### config.mk
export PLATFORM = sky130hd
export DESIGN_NAME = knightTop
export DESIGN_NICKNAME = d
export VERILOG_FILES = /design/src/common/knightPkg.sv /design/src/hdl/knightTop.sv /design/src/motor/motorDrive.sv /design/src/hdl/commandSequencer.sv /design/src/hdl/creditQueue.sv /design/src/hdl/frameAssembler.sv /design/src/uart/uartTx.sv /design/src/uart/uartRx.sv
export VERILOG_INCLUDE_DIRS = /design/src /design/src/common
export SDC_FILE = /design/constraint.sdc
export NUM_CORES = 1
export LEC_CHECK = 0
export BUFFER_PORTS_ARGS = -buffer_cell sky130_fd_sc_hd__buf_2
export CAP_MARGIN = 20
export CORE_MARGIN = 5
export CORE_UTILIZATION = 57
export CTS_CLUSTER_SIZE = 14
export DETAILED_ROUTE_END_ITERATION = 12
export PLACE_DENSITY = 0.71
export SLEW_MARGIN = 20
export SYNTH_ARGS = -nofsm -noshare
export SYNTH_HDL_FRONTEND = slang
export SYNTH_SLANG_ARGS = --single-unit
### constraint.sdc
create_clock -name clk -period 4.26 [get_ports clk]
set_clock_uncertainty 0.1 [all_clocks]
set_input_delay 0.639 -clock clk [delete_from_list [all_inputs] [get_ports clk]]
set_output_delay 0.639 -clock clk [all_outputs]
set_load 0.02 [all_outputs]
### src/common/knight_config.svh
`ifndef KNIGHT_CONFIG_SVH
`define KNIGHT_CONFIG_SVH

// Clock cycles per UART bit, kept short for simulation
`define KNIGHT_BAUD_DIV 8

// Clock cycles between two single-step changes of a motor level
`define KNIGHT_RAMP_DIV 64

// Entries per queue, which is also the number of credits a producer starts with
// Must be a power of two
`define KNIGHT_QUEUE_DEPTH 4

// Number of motor drives in the generate loop
`define KNIGHT_NUM_MOTORS 2

`endif
### src/common/knightPkg.sv
package knightPkg;

  ////////////////////////////////////////////////////////////
  // Host link payloads
  ////////////////////////////////////////////////////////////

  // One host command that travels over the UART as two bytes with the high byte first
  typedef logic [15:0] cmdWord_t;

  // One response byte going back to the host
  typedef logic [7:0] respByte_t;

  // Command field in bits 15..12 of a command word
  // Codes not listed here are answered with a NAK
  typedef enum logic [3:0] {
    STOP  = 4'd2,
    DRIVE = 4'd4
  } opcode_t;

  ////////////////////////////////////////////////////////////
  // Motor levels
  ////////////////////////////////////////////////////////////

  // Duty level out of 64 that serves both as target and as ramped level
  typedef logic [5:0] level_t;

  // Sent once every motor has settled after DRIVE or STOP
  localparam respByte_t RESP_ACK = 8'hA5;

  // Sent right away for an opcode the core does not know
  localparam respByte_t RESP_NAK = 8'hE0;

endpackage

### src/hdl/knightTop.sv
`timescale 1ns/1ps
`include "knight_config.svh"

// Top of the drive-control core, UART in and out plus the motor PWM outputs
module knightTop (
  input  logic clk,
  input  logic rst,
  input  logic rx,
  output logic tx,
  output logic lftPwm,
  output logic rghtPwm
);

  // Received bytes and assembled commands
  logic                byteValid;
  logic [7:0]          byteData;
  logic                cmdPush;
  knightPkg::cmdWord_t cmdWord;
  logic                cmdValid;
  knightPkg::cmdWord_t cmdHead;
  logic                cmdPop;

  // Responses on their way to the transmitter
  logic                 respPush;
  knightPkg::respByte_t respByte;
  logic                 respValid;
  knightPkg::respByte_t respHead;
  logic                 respPop;
  logic                 respCreditReturn;

  // Motor channels
  knightPkg::level_t             targetLevel [`KNIGHT_NUM_MOTORS];
  logic [`KNIGHT_NUM_MOTORS-1:0] atTarget;
  logic [`KNIGHT_NUM_MOTORS-1:0] pwm;

  ////////////////////////////////////////////////////////////
  // Command path
  ////////////////////////////////////////////////////////////

  uartRx iUartRx (.clk(clk), .rst(rst), .rx(rx), .byteValid(byteValid), .byteData(byteData));

  // Every pop of the command queue is a credit back to the assembler
  frameAssembler iFrameAsm (.clk(clk), .rst(rst), .byteValid(byteValid),
                            .byteData(byteData), .cmdCreditReturn(cmdPop),
                            .cmdPush(cmdPush), .cmdWord(cmdWord));

  creditQueue #(.payload_t(knightPkg::cmdWord_t)) iCmdQueue (
    .clk(clk), .rst(rst), .push(cmdPush), .pushData(cmdWord),
    .pop(cmdPop), .valid(cmdValid), .head(cmdHead));

  commandSequencer iSeq (.clk(clk), .rst(rst), .cmdValid(cmdValid), .cmdHead(cmdHead),
                         .atTarget(atTarget), .respCreditReturn(respCreditReturn),
                         .cmdPop(cmdPop), .targetLevel(targetLevel),
                         .respPush(respPush), .respByte(respByte));

  // Identical channels, index 0 is the left motor
  for (genvar i = 0; i < `KNIGHT_NUM_MOTORS; i++) begin : gMotor
    motorDrive iMotor (.clk(clk), .rst(rst), .targetLevel(targetLevel[i]),
                       .atTarget(atTarget[i]), .pwm(pwm[i]));
  end

  ////////////////////////////////////////////////////////////
  // Response path
  ////////////////////////////////////////////////////////////

  creditQueue #(.payload_t(knightPkg::respByte_t)) iRespQueue (
    .clk(clk), .rst(rst), .push(respPush), .pushData(respByte),
    .pop(respPop), .valid(respValid), .head(respHead));

  uartTx iUartTx (.clk(clk), .rst(rst), .respValid(respValid), .respHead(respHead),
                  .respPop(respPop), .respCreditReturn(respCreditReturn), .tx(tx));

  assign lftPwm  = pwm[0];
  assign rghtPwm = pwm[1];

endmodule

### src/motor/motorDrive.sv
`timescale 1ns/1ps
`include "knight_config.svh"

// One motor channel with a level ramp and a PWM generator
module motorDrive (
  input  logic              clk,
  input  logic              rst,
  input  knightPkg::level_t targetLevel,
  output logic              atTarget,
  output logic              pwm
);

  localparam logic [15:0] RampLast = 16'(`KNIGHT_RAMP_DIV - 1);

  logic [15:0]       rampCnt;
  knightPkg::level_t level;
  logic [5:0]        pwmCnt;

  ////////////////////////////////////////////////////////////
  // Level ramp
  ////////////////////////////////////////////////////////////

  // The level moves by one step per ramp period, so a big jump
  // in the target never reaches the motor all at once
  always_ff @(posedge clk) begin
    if (rst) begin
      rampCnt <= '0;
      level   <= '0;
    end else begin
      if (rampCnt == RampLast) begin
        rampCnt <= '0;
        if (level < targetLevel) begin
          level <= level + 6'd1;
        end else if (level > targetLevel) begin
          level <= level - 6'd1;
        end
      end else begin
        rampCnt <= rampCnt + 16'd1;
      end
    end
  end

  // High once the ramp has caught up with the target
  assign atTarget = (level == targetLevel);

  ////////////////////////////////////////////////////////////
  // PWM
  ////////////////////////////////////////////////////////////

  // The counter wraps every 64 cycles, so the high time per period equals the level
  always_ff @(posedge clk) begin
    if (rst) begin
      pwmCnt <= '0;
      pwm    <= 1'b0;
    end else begin
      pwmCnt <= pwmCnt + 6'd1;
      pwm    <= (pwmCnt < level);
    end
  end

endmodule

### src/hdl/commandSequencer.sv
`timescale 1ns/1ps
`include "knight_config.svh"

// Decodes host commands, steers the motor targets and answers each command
module commandSequencer (
  input  logic                      clk,
  input  logic                      rst,
  input  logic                      cmdValid,
  input  knightPkg::cmdWord_t       cmdHead,
  input  logic [`KNIGHT_NUM_MOTORS-1:0] atTarget,
  input  logic                      respCreditReturn,
  output logic                      cmdPop,
  output knightPkg::level_t         targetLevel [`KNIGHT_NUM_MOTORS],
  output logic                      respPush,
  output knightPkg::respByte_t      respByte
);

  localparam int CreditW = $clog2(`KNIGHT_QUEUE_DEPTH + 1);

  typedef enum logic [1:0] {IDLE, SETTLE, RESPOND} seqState_t;

  seqState_t          state;
  knightPkg::opcode_t opcode;
  logic               isMove;
  logic               allSettled;
  logic               haveCredit;
  logic               pushNow;
  logic [CreditW-1:0] credits;

  ////////////////////////////////////////////////////////////
  // Decode
  ////////////////////////////////////////////////////////////

  assign opcode     = knightPkg::opcode_t'(cmdHead[15:12]);
  assign isMove     = (opcode == knightPkg::DRIVE) || (opcode == knightPkg::STOP);
  assign allSettled = &atTarget;
  assign haveCredit = (credits != '0);

  // Only one command is in flight, the next is popped once the answer is out
  assign cmdPop = (state == IDLE) && cmdValid;

  // The answer goes out as soon as it is known and a credit is free
  assign pushNow = haveCredit &&
                   ((state == SETTLE && allSettled) || state == RESPOND);

  always_ff @(posedge clk) begin
    if (rst) begin
      state    <= IDLE;
      respPush <= 1'b0;
      credits  <= CreditW'(`KNIGHT_QUEUE_DEPTH);
      for (int i = 0; i < `KNIGHT_NUM_MOTORS; i++) begin
        targetLevel[i] <= '0;
      end
    end else begin
      respPush <= pushNow;
      credits  <= credits + CreditW'(respCreditReturn) - CreditW'(pushNow);
      case (state)
        IDLE: begin
          if (cmdPop) begin
            state <= isMove ? SETTLE : RESPOND;
            // DRIVE packs the left level above the right one, STOP zeroes both
            for (int i = 0; i < `KNIGHT_NUM_MOTORS; i++) begin
              if (opcode == knightPkg::DRIVE) begin
                targetLevel[i] <= cmdHead[11 - 6 * i -: 6];
              end else if (opcode == knightPkg::STOP) begin
                targetLevel[i] <= '0;
              end
            end
          end
        end
        // Out of credits means the answer waits in RESPOND
        SETTLE: begin
          if (allSettled) begin
            state <= haveCredit ? IDLE : RESPOND;
          end
        end
        RESPOND: begin
          if (haveCredit) begin
            state <= IDLE;
          end
        end
        default: state <= IDLE;
      endcase
    end
  end

  // The answer byte is picked once and held until it is pushed
  always_ff @(posedge clk) begin
    if (cmdPop && !isMove) begin
      respByte <= knightPkg::RESP_NAK;
    end else if (state == SETTLE && allSettled) begin
      respByte <= knightPkg::RESP_ACK;
    end
  end

endmodule

### src/hdl/creditQueue.sv
`timescale 1ns/1ps
`include "knight_config.svh"

// FIFO for any payload type, filled by a producer that counts credits
module creditQueue #(
  parameter type payload_t = logic [7:0]
) (
  input  logic     clk,
  input  logic     rst,
  input  logic     push,
  input  payload_t pushData,
  input  logic     pop,
  output logic     valid,
  output payload_t head
);

  localparam int PtrW = $clog2(`KNIGHT_QUEUE_DEPTH);

  // Pointers carry one extra bit so a full queue differs from an empty one
  logic [PtrW:0] wrPtr;
  logic [PtrW:0] rdPtr;

  payload_t mem [`KNIGHT_QUEUE_DEPTH];

  ////////////////////////////////////////////////////////////
  // Pointers
  ////////////////////////////////////////////////////////////

  // The producer never pushes without a credit
  // so there is no full flag to look at here
  always_ff @(posedge clk) begin
    if (rst) begin
      wrPtr <= '0;
      rdPtr <= '0;
    end else begin
      if (push) begin
        wrPtr <= wrPtr + 1'b1;
      end
      if (pop && valid) begin
        rdPtr <= rdPtr + 1'b1;
      end
    end
  end

  // Storage, written at the tail
  always_ff @(posedge clk) begin
    if (push) begin
      mem[wrPtr[PtrW-1:0]] <= pushData;
    end
  end

  // A word written in one cycle shows at the head in the next
  assign valid = (wrPtr != rdPtr);
  assign head  = mem[rdPtr[PtrW-1:0]];

endmodule

### src/hdl/frameAssembler.sv
`timescale 1ns/1ps
`include "knight_config.svh"

// Builds command words from received byte pairs and pushes them under credit
module frameAssembler (
  input  logic               clk,
  input  logic               rst,
  input  logic               byteValid,
  input  logic [7:0]         byteData,
  input  logic               cmdCreditReturn,
  output logic               cmdPush,
  output knightPkg::cmdWord_t cmdWord
);

  localparam int CreditW = $clog2(`KNIGHT_QUEUE_DEPTH + 1);

  logic               haveHigh;
  logic [7:0]         highByte;
  logic [CreditW-1:0] credits;
  logic               spend;

  // A credit is spent only when a whole word is ready and one is left
  // Without a credit the word is dropped, the serial line cannot be stalled
  assign spend = byteValid && haveHigh && (credits != '0);

  ////////////////////////////////////////////////////////////
  // Byte phase and credit count
  ////////////////////////////////////////////////////////////

  always_ff @(posedge clk) begin
    if (rst) begin
      haveHigh <= 1'b0;
      cmdPush  <= 1'b0;
      credits  <= CreditW'(`KNIGHT_QUEUE_DEPTH);
    end else begin
      cmdPush <= spend;
      if (byteValid) begin
        haveHigh <= !haveHigh;
      end
      // Each pop of the queue hands one credit back
      credits <= credits + CreditW'(cmdCreditReturn) - CreditW'(spend);
    end
  end

  // The high byte comes first and waits here for its partner
  always_ff @(posedge clk) begin
    if (byteValid && !haveHigh) begin
      highByte <= byteData;
    end
    if (spend) begin
      cmdWord <= {highByte, byteData};
    end
  end

endmodule

### src/uart/uartTx.sv
`timescale 1ns/1ps
`include "knight_config.svh"

// UART transmitter for response bytes, 8N1, LSB first
module uartTx (
  input  logic                clk,
  input  logic                rst,
  input  logic                respValid,
  input  knightPkg::respByte_t respHead,
  output logic                respPop,
  output logic                respCreditReturn,
  output logic                tx
);

  localparam logic [15:0] BaudLast = 16'(`KNIGHT_BAUD_DIV - 1);

  typedef enum logic {IDLE, SEND} txState_t;

  txState_t    state;
  logic [15:0] baudCnt;
  logic [3:0]  bitCnt;
  logic [8:0]  shiftReg;
  logic        take;

  // A byte is taken from the queue only while the line is idle
  // Taking it frees a queue entry, so a credit goes back to the sequencer
  assign take             = (state == IDLE) && respValid;
  assign respPop          = take;
  assign respCreditReturn = take;

  ////////////////////////////////////////////////////////////
  // Serializer
  ////////////////////////////////////////////////////////////

  always_ff @(posedge clk) begin
    if (rst) begin
      state   <= IDLE;
      baudCnt <= '0;
      bitCnt  <= '0;
      tx      <= 1'b1;
    end else begin
      case (state)
        IDLE: begin
          if (take) begin
            // The start bit goes out at once
            tx      <= 1'b0;
            baudCnt <= '0;
            bitCnt  <= '0;
            state   <= SEND;
          end
        end
        SEND: begin
          if (baudCnt == BaudLast) begin
            baudCnt <= '0;
            // bitCnt counts finished bits, the stop bit is the ninth after the start
            if (bitCnt == 4'd9) begin
              state <= IDLE;
            end else begin
              tx     <= shiftReg[0];
              bitCnt <= bitCnt + 4'd1;
            end
          end else begin
            baudCnt <= baudCnt + 16'd1;
          end
        end
        default: state <= IDLE;
      endcase
    end
  end

  // Data with the stop bit above it, ones fill in behind as it shifts
  always_ff @(posedge clk) begin
    if (take) begin
      shiftReg <= {1'b1, respHead};
    end else if (state == SEND && baudCnt == BaudLast) begin
      shiftReg <= {1'b1, shiftReg[8:1]};
    end
  end

endmodule

### src/uart/uartRx.sv
`timescale 1ns/1ps
`include "knight_config.svh"

// UART receiver for 8N1 frames, LSB first, idle high
module uartRx (
  input  logic       clk,
  input  logic       rst,
  input  logic       rx,
  output logic       byteValid,
  output logic [7:0] byteData
);

  // Last count of a full bit and of half a bit
  localparam logic [15:0] BaudLast = 16'(`KNIGHT_BAUD_DIV - 1);
  localparam logic [15:0] BaudHalf = 16'(`KNIGHT_BAUD_DIV / 2 - 1);

  typedef enum logic [1:0] {IDLE, START, DATA, STOP} rxState_t;

  rxState_t    state;
  logic        rxMeta;
  logic        rxSync;
  logic [15:0] baudCnt;
  logic [2:0]  bitCnt;
  logic [7:0]  shiftReg;

  // Two flops bring the serial line into the clock domain
  // They come up high so a reset does not look like a start bit
  always_ff @(posedge clk) begin
    if (rst) begin
      rxMeta <= 1'b1;
      rxSync <= 1'b1;
    end else begin
      rxMeta <= rx;
      rxSync <= rxMeta;
    end
  end

  ////////////////////////////////////////////////////////////
  // Frame state machine
  ////////////////////////////////////////////////////////////

  always_ff @(posedge clk) begin
    if (rst) begin
      state     <= IDLE;
      baudCnt   <= '0;
      bitCnt    <= '0;
      byteValid <= 1'b0;
    end else begin
      byteValid <= 1'b0;
      case (state)
        IDLE: begin
          // A low level on the line marks the leading edge of a start bit
          if (!rxSync) begin
            state   <= START;
            baudCnt <= '0;
          end
        end
        START: begin
          // Check the start bit again at its middle, a short glitch goes back to idle
          if (baudCnt == BaudHalf) begin
            baudCnt <= '0;
            bitCnt  <= '0;
            state   <= rxSync ? IDLE : DATA;
          end else begin
            baudCnt <= baudCnt + 16'd1;
          end
        end
        DATA: begin
          // From here on every sample falls in the middle of a bit
          if (baudCnt == BaudLast) begin
            baudCnt <= '0;
            if (bitCnt == 3'd7) begin
              state <= STOP;
            end
            bitCnt <= bitCnt + 3'd1;
          end else begin
            baudCnt <= baudCnt + 16'd1;
          end
        end
        STOP: begin
          // A frame whose stop bit reads low is thrown away
          if (baudCnt == BaudLast) begin
            baudCnt   <= '0;
            state     <= IDLE;
            byteValid <= rxSync;
          end else begin
            baudCnt <= baudCnt + 16'd1;
          end
        end
        default: state <= IDLE;
      endcase
    end
  end

  // Data bits shift in from the top since the LSB arrives first
  always_ff @(posedge clk) begin
    if (state == DATA && baudCnt == BaudLast) begin
      shiftReg <= {rxSync, shiftReg[7:1]};
    end
  end

  assign byteData = shiftReg;

endmodule

* After elaboration in Yosys (flattened, before gate mapping)
Memory sizes are Yosys's and may differ from the RTL's. A register that Yosys moved wholly into a read port is not among the register bits.
Cells that the tools add are included.
** Cells by class
- Eq/ne operators :: 29
- Reductions and logical operators :: 37
- Mux-type cells :: 52
- $add $sub $neg :: 20
- Order comparisons :: 6
- Bitwise logic cells :: 3
** Operators with widths (number)
- 16-bit two-way mux :: 5
- 16-bit by 1-bit adder with 16-bit output (second input constant) :: 4
- 16-bit case mux with 3 select lines :: 1
- 6-bit two-way mux :: 7
- 16-bit by 3-bit == test with 1-bit output (second input constant) :: 2
- 16-bit by 6-bit == test with 1-bit output (second input constant) :: 2
- 16-bit case mux with 2 select lines :: 1
- 2-bit two-way mux :: 15
- 6-bit by 1-bit adder with 6-bit output (second input constant) :: 4
- 6-bit less-than comparator :: 4
- 16-bit by 2-bit == test with 1-bit output (second input constant) :: 1
- 8-bit two-way mux :: 2
- 3-bit by 1-bit adder with 3-bit output (second input constant) :: 5
- 6-bit == test :: 2
- 6-bit > comparator :: 2
- 1-bit logical AND :: 12
- 4-bit two-way mux :: 3
- 2-bit by 1-bit != test with 1-bit output (second input constant) :: 6
- 3-bit AND reduction :: 4
- 6-bit by 1-bit subtractor with 6-bit output (second input constant) :: 2
- 1-bit two-way mux :: 10
- 2-bit != test (second input constant) :: 5
- 2-bit nonzero test :: 5
- 2-bit case mux with 4 select lines :: 1
- 24 further kinds :: 42
** Storage, ports and cells
- Flip-flop bits (word level) :: 182
- Memories :: 2
- Output and inout port bits :: 3
- Memory bits (writable) :: 76
** Memory list
- iCmdQueue.mem :: words 4, width 16, rd ports 1, clocked after Yosys merged registers in 1, write ports 1, line creditQueue.sv:23 : payload_t mem [`KNIGHT_QUEUE_DEPTH];
- iRespQueue.mem :: words 4, width 3, rd ports 1, clocked after Yosys merged registers in 1, write ports 1, line creditQueue.sv:23

* Logic depth before layout (Yosys ltp)
Gate-level depths: netlist (run 1).
- Depth in word-level cells :: 6
- Mapped depth :: 15
- Mapped depth without buffers :: 15

* Hierarchy
A second synthesis (run 1) with hierarchy kept.
** Unflattened totals
- Cell total of the unflattened synthesis :: 1089
- Area total of the unflattened synthesis :: 12847.3 sq um
** Modules (own cells, without submodules)
- motorDrive :: sequential area each 580.6 sq um, area an instance 1646.6 sq um, times used 2, cells each 191
- creditQueue (iCmdQueue) :: sequential area each 2082.0 sq um, area an instance 2800.2 sq um, times used 1, cells each 136
- creditQueue (iRespQueue) :: sequential area each 1121.1 sq um, area an instance 1614.0 sq um, times used 1, cells each 94
- uartTx :: sequential area each 680.7 sq um, area an instance 1610.3 sq um, times used 1, cells each 170
- uartRx :: sequential area each 720.7 sq um, area an instance 1575.3 sq um, times used 1, cells each 163
- commandSequencer :: sequential area each 400.4 sq um, area an instance 996.0 sq um, times used 1, cells each 100
- frameAssembler :: sequential area each 820.8 sq um, area an instance 958.4 sq um, times used 1, cells each 44

* Worst setup path before layout (run 1)
OpenSTA, ideal clock, no wires.
- Kind :: register to register
- Start :: reg iSeq.targetLevel[10] (netlist bit)
- End :: reg iSeq.credits[2]
- Stages on the path, launching flop included :: 16
- Required time :: 4043 ps
- Arrival :: 2715 ps
- Setup slack :: 1329 ps
- Library setup time :: 117 ps
- Path through :: dfxtp_1 -> inv_1 -> ha_1 -> nand4_1 -> nor4_1 -> nand3_1 -> o21ai_0 -> o31a_1 -> ha_1 -> inv_1 -> ha_1 -> inv_1 -> fa_1 -> xor2_1 -> xnor2_1 -> nand2b_1
** On the way
- Longest elaborated chain between the ends :: 6
** RTL lines
- start, declared :: line commandSequencer.sv:13 : output knightPkg::level_t targetLevel [`KNIGHT_NUM_MOTORS],
- start signal, assigned by index :: line commandSequencer.sv:64 : targetLevel[i] <= cmdHead[11 - 6 * i -: 6];
- 6-bit == test :: line motorDrive.sv:44 : assign atTarget = (level == targetLevel);
- 2-bit AND reduction :: line commandSequencer.sv:36 : assign allSettled = &atTarget;
- 1-bit logical AND :: line commandSequencer.sv:44 : ((state == SETTLE && allSettled) || state == RESPOND);
- 1-bit logical OR :: line commandSequencer.sv:44
- 1-bit logical AND :: line commandSequencer.sv:43 : assign pushNow = haveCredit &&
- named net iSeq.pushNow :: line commandSequencer.sv:27 : logic pushNow;
- 3-bit by 1-bit subtractor with 3-bit output :: line commandSequencer.sv:56 : credits <= credits + CreditW'(respCreditReturn) - CreditW'(pushNow);
- end signal, assigned :: line commandSequencer.sv:50 : credits <= CreditW'(`KNIGHT_QUEUE_DEPTH);
- end signal, assigned :: line commandSequencer.sv:56
- end, declared :: line commandSequencer.sv:28 : logic [CreditW-1:0] credits;
The timed path passes the listed nets, and every way through them passes these cells.
A chain may end at the register's enable or synchronous reset.

* Worst setup path after layout (run 1)
- Start :: reg gMotor[0].iMotor.level[4]
- End :: reg gMotor[0].iMotor.level[5]
** On the way
- Longest elaborated chain between the ends :: 3
** RTL lines
- start, declared :: line motorDrive.sv:16 : knightPkg::level_t level;
- start signal, assigned :: line motorDrive.sv:33 : level <= level + 6'd1;
- start signal, assigned :: line motorDrive.sv:35 : level <= level - 6'd1;
- 6-bit by 1-bit subtractor with 6-bit output (tied with other cells) :: line motorDrive.sv:35
- 6-bit two-way mux or 2-bit nonzero test (tied branches)
- 6-bit two-way mux or 2-bit AND reduction (tied branches)
Parallel ways exist; a longest one is shown, timed or not. The select of a mux whose other input is x is not followed.

==> summary.md, run 1 <==
| Metric | Value |
|---|---|
| Outcome | finished clean |
| Share of layout cells above drive strength 1 | 9.61% |
| Top_reg_cell synth | dfxtp_1 |
| Setup_tns | 0 ns |
| Leakage power | 0.00439 uW |
| Setup bufs post-CTS | 0 |
| CTS Buf Count | 26 |
| Min Tclk post-route | 3.18 ns |
| Critical path arrival | 3.52 ns |
| CTS Hold Bufs | 0 |
| Mapped Cells | 987 |
| Max Cap Viol | 0 |
| DRC | 0 |
| Clock network fraction of total power | 39.4% |
| Total grt overflow | 0 |
| Worst slack at placement | 1.10 ns |
| Root cell of the clock tree | clkbuf_16 |
| Final period util | 74.7% |
| Final setup violation count | 0 |
| # clock sinks | 256 |
| IO Pins | 6 |
| Register bit total from synthesis | 256 |
| Leading post-synthesis cells by cell area | edfxtp_1 (30%), dfxtp_1 (26%), ha_1 (6.6%), nor2_1 (3.9%), mux4_2 (3.2%) |
| Worst-Skew Late Latency | 0.52 ns |
| Placed insts | 1,229 |
| Antenna cells | 0 |
| PwrDens | 458 nW/um^2 |
| Switch share | 24.7% |
| Clk buf depth | 3 |
| Synthesized area per cell | 11.4 sq um |
| Pin count of the biggest net entering global routing | 55 |
| Final GP Congestion | 0.779 |
| Max-slew violations | 0 |
| Worst slew pin tran | 0.933 ns |
| Die Height | 150 um |
| Crit path kind | flop to flop |
| PortBufs | 5 |
| Non-Filler Instances | 1,274 |
| Area Growth Syn to Fin | 9.74% |
| Worst hold path type | input port to flop |
| Mapped cell area | 11,200 sq um |
| Core Box Area | 19,400 sq um |
| Comb power frac | 11.6% |
| Htree depth | 1 |
| Post-detailed-route wirelength per cell | 13.7 um |
| Async set or reset register ratio after synthesis | 0% |
| Initial DRC count | 270 |
| CTS tree | yes |
| Internal | 4250 uW |
| Cell taking the most area after synthesis | edfxtp_1 |
| Count of yosys warnings during synthesis | 0 |
| Initial antenna violation count | 0 |
| Req. time, crit path | 4.60 ns |
| Drt total wl | 17.4 mm |
| Post-synth EDFFs | 111 |
| Clk slew on worst S/H paths | 0.06 ns |
| Die Wd | 150 um |
| Slew Limit Headroom | 37.3% |
| Vias per cell | 5.38 |
| 1st-pass router iterations | 4 |
| Post-synth top area share | 29.7% |
| Register area share after synthesis | 55.6% |
| Vias in the first global route | 6,730 |
| Nets | 1,058 |
| Crit start category | flop |
| Vias post-DR | 6,857 |
| First-pass GRT wire length | 30.6 mm |
| Switch Pwr | 1390 uW |
| Critical Path Sink Type | flop |
| Unrepaired setup endpoints after global routing | no |
| Rows | 51 |
| Initial Util | 57.8% |
| Synth unique cells | 64 |
| Fin worst setup slack | 1.08 ns |
| Critical path fanouts, max | 5 |
| Synthesized Nets | 1,053 |
| Fmax | 0.314 GHz |
| Hold Violations, Final | 0 |
| Final ANT Viol Nets | 0 |
| Die ar. | 22,600 sq um |
| DPL Wire Length | 11.5 mm |
| Worst vdd ir | 0.316 mV |
| Share of power burned in registers | 49.0% |
| Gr usage total | 16.0% |
| Resized cells post-CTS | 0 |
## placed cells by master (no fill, tap or decap), types with 14 or more instances in the layout
cell / synthesis / final
mux4_2: 16 / 16
dfxtp_1: 145 / 145
nor3_1: 15 / 15
inv_1: 47 / 47
xnor2_1: 35 / 35
xor2_1: 39 / 39
edfxtp_1: 111 / 111
nand4_1: 14 / 14
a21oi_1: 37 / 37
nand3_1: 48 / 48
nand3b_1: 15 / 15
clkbuf_16: 0 / 27
nor2b_1: 14 / 14
o21ai_0: 34 / 34
nand2_1: 53 / 53
mux2i_1: 14 / 14
and2_1: 14 / 14
nor2_1: 118 / 118
ha_1: 59 / 59
## cell usage after synthesis (all sizes together), types with 3 or more instances
cell type	n
nor3	19
nor2	118
a311oi	5
nor3b	3
nand2	53
nand3b	15
nand2b	5
a211oi	8
o21bai	3
a21o	5
or4	4
nand4	15
mux2i	14
a21oi	37
a22oi	3
dfxtp	145
inv	47
nor4	12
or3	11
o21ai	37
clkbuf	23
a31oi	5
buf	9
mux4	16
and2	14
xnor2	35
o31a	4
xor2	39
and4	5
or2	7
and3	16
nand3	48
nor2b	14
ha	59
edfxtp	111
fa	4
## final timing paths
kind / startpoint / end / slack [ns] / cells after the start
setup / recovery: gMotor[0].iMotor.level[4]$_SDFFE_PP0P_ / gMotor[0].iMotor.level[5]$_SDFFE_PP0P_ / 1.08 / 12
hold / removal: rx / iUartRx.rxMeta$_SDFF_PP1_ / 0.20 / 2
setup reg to reg: gMotor[0].iMotor.level[4]$_SDFFE_PP0P_ / gMotor[0].iMotor.level[5]$_SDFFE_PP0P_ / 1.08 / 12
hold reg to reg: iFrameAsm.highByte[0]$_DFFE_PP_ / iFrameAsm.cmdWord[8]$_DFFE_PP_ / 0.31 / 0
## metal layers
metal  share of wire (%)  vias up  global-route usage, %  routed length [um]
met5                   0        -                      0                   0
met4                 1.1        0                   3.29                 199
met3                 3.1       14                   2.98                 540
met2                  48       63                   27.7                8370
met1                  48     3249                   21.2                8320
li1                    -     3531                      -                   -
## registers in the layout, indices dropped and copies added (netlist names), 12 cells and up, named ones only
signal / cells
iUartRx.baudCnt: 16
iFrameAsm.cmdWord: 16
gMotor.iMotor.pwmCnt: 12
gMotor.iMotor.level: 12
iSeq.targetLevel: 12
iCmdQueue.mem: 64
iUartTx.baudCnt: 16
gMotor.iMotor.rampCnt: 32
## per-stage QoR
step	cell area [sq um]	hold WS, ns	utilization, %	power [uW]
6_report	12300	0.202	63.5	5640
5_1_grt	12300	0.192	63.5	5920
4_1_cts	12300	0.176	63.4	5710
3_5_place_dp	11500	0.303	59.1	3460
3_3_place_gp	11500	0.299	59.1	3450
2_1_floorplan	11200	0.289	-	3310
## critical path, stage by stage, from the launching register on
cell and delay [ns]:
dfxtp_1 0.34, ha_1 0.34, nand4_1 0.19, a21oi_1 0.08, a211oi_2 0.38, inv_1 0.22
ha_1 0.35, a211oi_1 0.25, o21bai_1 0.11, a21oi_1 0.18, xnor2_1 0.09, or3_1 0.36
a21oi_1 0.14
## power groups by stage
stage / Combinational, uW / Clock [uW] / Sequential (uW)
final: 655 / 2220 / 2760
after global routing: 746 / 2390 / 2780
after CTS: 659 / 2290 / 2770
after detailed placement: 648 / 0 / 2820
after global placement: 636 / 0 / 2820
after floorplan: 532 / 0 / 2780
## final cells by class
class                      instances  area, sq um
clock buffer                      32          714
clock inverter                    13          133
fill                            1543         7090
inverter                          47          176
multi-input combinational        652         4660
sequential                       256         6240
tap                              265          332
timing repair buffer               9         57.6
## cell families (layout without fill, tap and decap cells)
family	after synthesis	in the layout	synth area share (%)
XOR/XNOR	74	74	5.78
AO/OA/AOI/OAI	119	119	6.78
adder cells (fa/ha/maj)	63	63	7.29
buffers and inverters	79	101	2.92
multiplexers	31	31	4.56
flip-flops	256	256	55.6
AND/OR/NAND/NOR	365	365	17.1
Power figures use the tool's default switching activity.
==> inputs of run 2 (changes only) <==
==> constraint.sdc (replaced) <==
create_clock -name clk -period 2.94 [get_ports clk]
set_clock_uncertainty 0.1 [all_clocks]
set_input_delay 0.441 -clock clk [delete_from_list [all_inputs] [get_ports clk]]
set_output_delay 0.441 -clock clk [all_outputs]
set_load 0.02 [all_outputs]
==> run 2 against run 1 <==
  * First-iteration DRC count increased by 11%
  * Total power rose by 48%
  * Design area increased by 4.5%
  * Final cell count increased by 3.5%
  * Non-clock buffer count up 39
  * Via count is 3.0% higher
  * Sequential share of layout area fell by 2.1 points
  * Largest power group unchanged
  * Highest routed layer unchanged
==> summary.md, run 2 (same netlist as run 1, synthesis figures left out) <==
| Metric | Value |
|---|---|
| Unrepaired setup endpoints after global routing | yes |
| Critical path fanouts, max | 2 |
| Vias in the first global route | 6,891 |
| Final setup violation count | 0 |
| Rows | 51 |
| Min Tclk post-route | 2.91 ns |
| Worst vdd ir | 0.520 mV |
| Final Power | 8340 uW |
| Clock network fraction of total power | 39.6% |
| Dpl cell area | 11,700 sq um |
| Post-detailed-route wirelength per cell | 14.3 um |
| PortBufs | 5 |
| Reg2Reg Depth | 15 |
| Final GP Congestion | 0.781 |
| Max-slew violations | 0 |
| Max reg flops | 64 |
| Total grt overflow | 0 |
| CTS Buf Count | 27 |
| Max Cap Viol | 0 |
| Crit path kind | flop to flop |
| Leakage power | 0.00464 uW |
| DRT met1 WL | 9.08 mm |
| DRC | 0 |
| Die Height | 150 um |
| Internal | 6300 uW |
| DPL Wire Length | 12.3 mm |
| IO Pins | 6 |
| Worst hold path type | flop to flop |
| Final Cell Area | 12,900 sq um |
| Switch share | 24.5% |
| Area Growth Syn to Fin | 14.7% |
| 1st-pass router iterations | 4 |
| Most frequent cells in the layout | dfxtp_1 (137), nor2_1 (118), edfxtp_1 (111), nand2_1 (51), nand3_1 (47) |
| Hold Violations, Final | 0 |
| Commonest non-fill, non-tap cell in the layout | dfxtp_1 |
| Drt total wl | 18.8 mm |
| Switch Pwr | 2040 uW |
| Die ar. | 22,600 sq um |
| Pin count of the biggest net entering global routing | 64 |
| First-pass GRT wire length | 32.2 mm |
| Initial Util | 57.8% |
| Clk buf depth | 3 |
| Critical path arrival | 3.22 ns |
| Comb power frac | 12.6% |
| Share of power burned in registers | 47.8% |
| Clk slew on worst S/H paths | 0.06 ns |
| Vias post-DR | 7,064 |
| Die Wd | 150 um |
| Vias per cell | 5.36 |
| Worst slew pin tran | 0.837 ns |
| Gr usage total | 17.0% |
| DR WL met3 | 447 um |
| PwrDens | 648 nW/um^2 |
| WL met2 | 8.96 mm |
| Outcome | finished clean |
| Nets | 1,098 |
| Top routing layer used | met4 |
| # clock sinks | 256 |
| Htree depth | 1 |
| Final ANT Viol Nets | 0 |
| CTS tree | yes |
| Critical Path Sink Type | flop |
| Worst-Skew Late Latency | 0.52 ns |
| Hold Crit Depth | 1 |
| Root cell of the clock tree | clkbuf_16 |
| Core Box Area | 19,400 sq um |
| Fillers | 1,485 |
| Antenna cells | 0 |
| R2R setup slack | 0.03 ns |
| Crit start category | flop |
| Slew Limit Headroom | 44.2% |
| Req. time, crit path | 3.25 ns |
| Setup_tns | 0 ns |
| Fin util | 66.3% |
| Share of layout cells above drive strength 1 | 17.0% |
| Initial DRC count | 299 |
| Fmax | 0.344 GHz |
| Final period util | 98.8% |
| Initial antenna violation count | 0 |
==> run 2: worst paths after layout <==
check                                    start                    endpoint
max          iSeq.targetLevel[11]$_SDFFE_PP0P_  iSeq.credits[2]$_SDFF_PP1_
min                  iUartRx.rxMeta$_SDFF_PP1_   iUartRx.rxSync$_SDFF_PP1_
max reg2reg  iSeq.targetLevel[11]$_SDFFE_PP0P_  iSeq.credits[2]$_SDFF_PP1_
min reg2reg          iUartRx.rxMeta$_SDFF_PP1_   iUartRx.rxSync$_SDFF_PP1_
==> run 2: area by class of cell <==
cell class | count | area, sq um | share of cell area [%]
flip-flops and latches | 256 | 6250 | 48.5
clock buffers | 36 | 719 | 5.59
well taps | 265 | 332 | 2.58
multi-input cells | 652 | 4880 | 38.0
clock inverters | 14 | 155 | 1.21
repair buffers | 48 | 357 | 2.77
inverters | 47 | 176 | 1.37
==> run 2: metrics by stage <==
| stage | setup slack (ns) | hold WS [ns] | cells |
|---|---|---|---|
| global route | -0.125 | 0.339 | 1318 |
| global placement | -0.0420 | 0.292 | 1264 |
| finish | 0.0344 | 0.315 | 1318 |
| detailed placement | -0.173 | 0.303 | 1264 |
| floorplan | 0.00850 | 0.289 | 987 |
| CTS | -0.0273 | 0.316 | 1316 |
==> run 2: layer usage <==
metal / global-route usage (%) / vias to the layer above
li1: - / 3615
met1: 23.3 / 3368
met2: 28.7 / 57
met3: 2.32 / 24
met4: 4.44 / 0
met5: 0 / -
==> run 2: worst max-delay path, stage by stage, from the launching register on <==
cell	delay (ns)
dfxtp_2	0.34
inv_2	0.04
ha_4	0.26
nand4_1	0.17
nor4_4	0.29
nand3_2	0.13
o21ai_2	0.09
o31a_1	0.18
ha_1	0.24
inv_1	0.07
ha_2	0.17
inv_2	0.04
fa_2	0.32
xor2_1	0.15
xnor2_1	0.15
nand2b_1	0.06
==> run 2: power groups by stage <==
stage	Sequential (uW)	Combinational [uW]	Clock [uW]
after floorplan	4030	771	0
after CTS	3990	1050	3390
final	3980	1050	3310
after global placement	4060	1010	0
after global routing	4010	1170	3520
after detailed placement	4060	1030	0
==> run 2: timing repair <==
action | 4_1_cts | 5_1_grt
hold endpoints to repair | 1 | 0
hold buffers | 1 | 0
buffers inserted | 1 | 2
resized for setup | 12 | 38
setup endpoints to repair | 4 | 6
pin swaps | 3 | 12
==> inputs of run 3 (changes only) <==
--- a/config.mk
+++ b/config.mk
@@ -12,7 +12,7 @@
 export CORE_UTILIZATION = 57
 export CTS_CLUSTER_SIZE = 14
 export DETAILED_ROUTE_END_ITERATION = 12
-export PLACE_DENSITY = 0.71
+export PLACE_DENSITY = 0.73
 export SLEW_MARGIN = 20
 export SYNTH_ARGS = -nofsm -noshare
 export SYNTH_HDL_FRONTEND = slang
==> run 3 against run 2 <==
  * The run now ends with negative setup slack left
  * Global-route usage increased by 0.60 points
  * Count of clock-buffer cells in the layout decreased by 1
  * Via count increased by 1.6%
  * Final cell count increased by 1.1%
  * Register-to-register slack got worse by 0.04 ns
  * Combinational power about the same
  * Largest power group unchanged
==> summary.md, run 3 (same netlist as run 1, synthesis figures left out) <==
| Metric | Value |
|---|---|
| PortBufs | 5 |
| Nets | 1,112 |
| Unrepaired setup endpoints after global routing | yes |
| Fmax | 0.340 GHz |
| Hold Violations, Final | 0 |
| Min Tclk post-route | 2.95 ns |
| Leakage power | 0.00471 uW |
| CP startpoint | iSeq.targetLevel[9]$_SDFFE_PP0P_ |
| # clock sinks | 256 |
| Share of layout cells above drive strength 1 | 16.6% |
| Initial antenna violation count | 0 |
| Fin worst setup slack | -0.00548 ns |
| Vias in the first global route | 6,915 |
| Most frequent cells in the layout | dfxtp_1 (139), nor2_1 (118), edfxtp_1 (111), buf_4 (55), ha_1 (54) |
| Die Wd | 150 um |
| Slew Limit Headroom | 42.6% |
| Reg2Reg Depth | 16 |
| Req. time, crit path | 3.26 ns |
| Die Height | 150 um |
| Critical Path Sink Type | flop |
| Worst hold path type | input port to flop |
| Initial DRC count | 392 |
| Critical path fanouts, max | 2 |
| Antenna cells | 0 |
| Crit path kind | flop to flop |
| Final period util | 100% |
| Outcome | finished, violations left |
| Rows | 51 |
| Critical path arrival | 3.27 ns |
| IO Pins | 6 |
| Die ar. | 22,600 sq um |
| Core Box Area | 19,400 sq um |
| WHS | 0.220 ns |
| Drt total wl | 19.2 mm |
| Commonest non-fill, non-tap cell in the layout | dfxtp_1 |
| CP Capture Point | iSeq.credits[2]$_SDFF_PP1_ |
| Worst-Skew Late Latency | 0.54 ns |
| Post-detailed-route wirelength per cell | 14.4 um |
| Root cell of the clock tree | clkbuf_16 |
| Placed insts | 1,268 |
| Clk buf depth | 3 |
| Slowest CP cell | fa_2 |
| DRC | 0 |
| CP peak stage delay | 0.33 ns |
| Initial Util | 57.8% |
| Worst slew pin tran | 0.861 ns |
| Hold Startpoint | rst |
| Multi-input gate area | 4770 sq um |
| Max-slew violations | 0 |
| Worst vdd ir | 0.385 mV |
| CP bufs+invs | 4 |
| CTS Buf Count | 27 |
| Non-Filler Instances | 1,332 |
| Final setup violation count | 1 |
| Pin count of the biggest net entering global routing | 49 |
| Max reg flops | 64 |
| Final GP Congestion | 0.833 |
| Total grt overflow | 0 |
| Htree depth | 1 |
| Final ANT Viol Nets | 0 |
| Clk slew on worst S/H paths | 0.06 ns |
| Vias per cell | 5.39 |
| DPL Wire Length | 12.4 mm |
| PwrDens | 659 nW/um^2 |
| Critical path depth | 16 |
| R2R setup slack | -0.005 ns |
| Top Family by Delay on Critical Path | adder cells |
| Fillers | 1,472 |
| Failing checks | negative setup slack |
| Vias post-DR | 7,177 |
| Max Cap Viol | 0 |
| Reg2reg start | iSeq.targetLevel[9]$_SDFFE_PP0P_ |
| 1st-pass router iterations | 5 |
| Crit start category | flop |
| Area Growth Syn to Fin | 15.1% |
| Gr usage total | 17.6% |
| CTS tree | yes |
| First-pass GRT wire length | 33.1 mm |
| FF-to-FF End | iSeq.credits[2]$_SDFF_PP1_ |
| Storage cell area | 6240 sq um |
| CP Cell Sequence | inv_1, ha_1, nand4_1, buf_4, nor4_4, nand3_2, o21ai_2, o31a_1, ha_1, inv_1, ha_1, inv_1, fa_2, xor2_1, xnor2_1, nand2b_1 |
-- run 3: changes by cell type in the layout (fill, tap and decap cells not counted), sizes merged --
| cell | delta |
|---|---|
| buf | +14 |
| bufinv | +1 |
| clkbuf | -1 |
| clkinv | +2 |
| inv | -2 |
-- run 3: worst min path at each step --
| stage | end | slack [ns] | cells past startpoint |
|---|---|---|---|
| after global placement | iUartRx.rxSync$_SDFF_PP1_ | 0.29 | 1 |
| after global routing | gMotor[0].iMotor.pwmCnt[0]$_SDFF_PP0_ | 0.23 | 2 |
| after detailed placement | iUartRx.rxSync$_SDFF_PP1_ | 0.30 | 1 |
| final | gMotor[0].iMotor.pwmCnt[0]$_SDFF_PP0_ | 0.22 | 2 |
| after floorplan | iUartRx.rxSync$_SDFF_PP1_ | 0.29 | 1 |
| after CTS | gMotor[0].iMotor.pwmCnt[0]$_SDFF_PP0_ | 0.20 | 2 |
-- run 3: timing repair --
| action | CTS | global route |
|---|---|---|
| gates cloned | 0 | 0 |
| endpoints found under the setup margin | 3 | 7 |
| hold buffers | 1 | 0 |
| buffers inserted | 11 | 4 |
| pin swaps | 6 | 8 |
| endpoints found under the hold margin | 1 | 0 |
| resized for setup | 13 | 19 |
-- run 3: worst reg2reg max path, stage by stage (launching register included) --
cell and delay, ns:
dfxtp_2 0.32, inv_1 0.04, ha_1 0.28, nand4_1 0.12, buf_4 0.17, nor4_4 0.19, nand3_2 0.14, o21ai_2 0.09
o31a_1 0.18, ha_1 0.23, inv_1 0.05, ha_1 0.13, inv_1 0.05, fa_2 0.33, xor2_1 0.16, xnor2_1 0.19
nand2b_1 0.07
-- run 3: layer usage --
metal	vias to the layer above	track usage [%]	part of all wire, %
met5	-	0	0
met4	0	4.67	2.4
met3	34	2.44	2.7
met2	103	28.7	47
met1	3394	24.9	48
li1	3646	-	-
-- run 3: final cells by class --
class                      count  share of cell area, %
sequential                   256                   48.3
inverter                      47                   1.37
clock inverter                15                   1.46
timing repair buffer          62                   3.60
clock buffer                  35                   5.70
tap                          265                   2.57
multi-input combinational    652                   37.0
-- run 3: where the power goes --
part / total (uW) / switching [uW] / internal, uW / leakage (uW)
logic: 1050 / 612 / 438 / 0.00209
registers: 3990 / 124 / 3870 / 0.00217
clock network: 3460 / 1340 / 2120 / 0.000456
total: 8510 / 2080 / 6430 / 0.00471
-- run 3: stage by stage --
stage	utilization (%)	area (sq um)	TNS, ns	total power (uW)	worst slack (ns)
6_report	66.6	12900	-0.00548	8510	-0.00548
5_1_grt	66.6	12900	-0.154	8910	-0.127
4_1_cts	66.1	12800	0	8590	0.0127
3_5_place_dp	60.6	11800	-0.272	5100	-0.214
3_3_place_gp	60.6	11800	-0.129	5060	-0.129
2_1_floorplan	-	11200	0	4800	0.00850
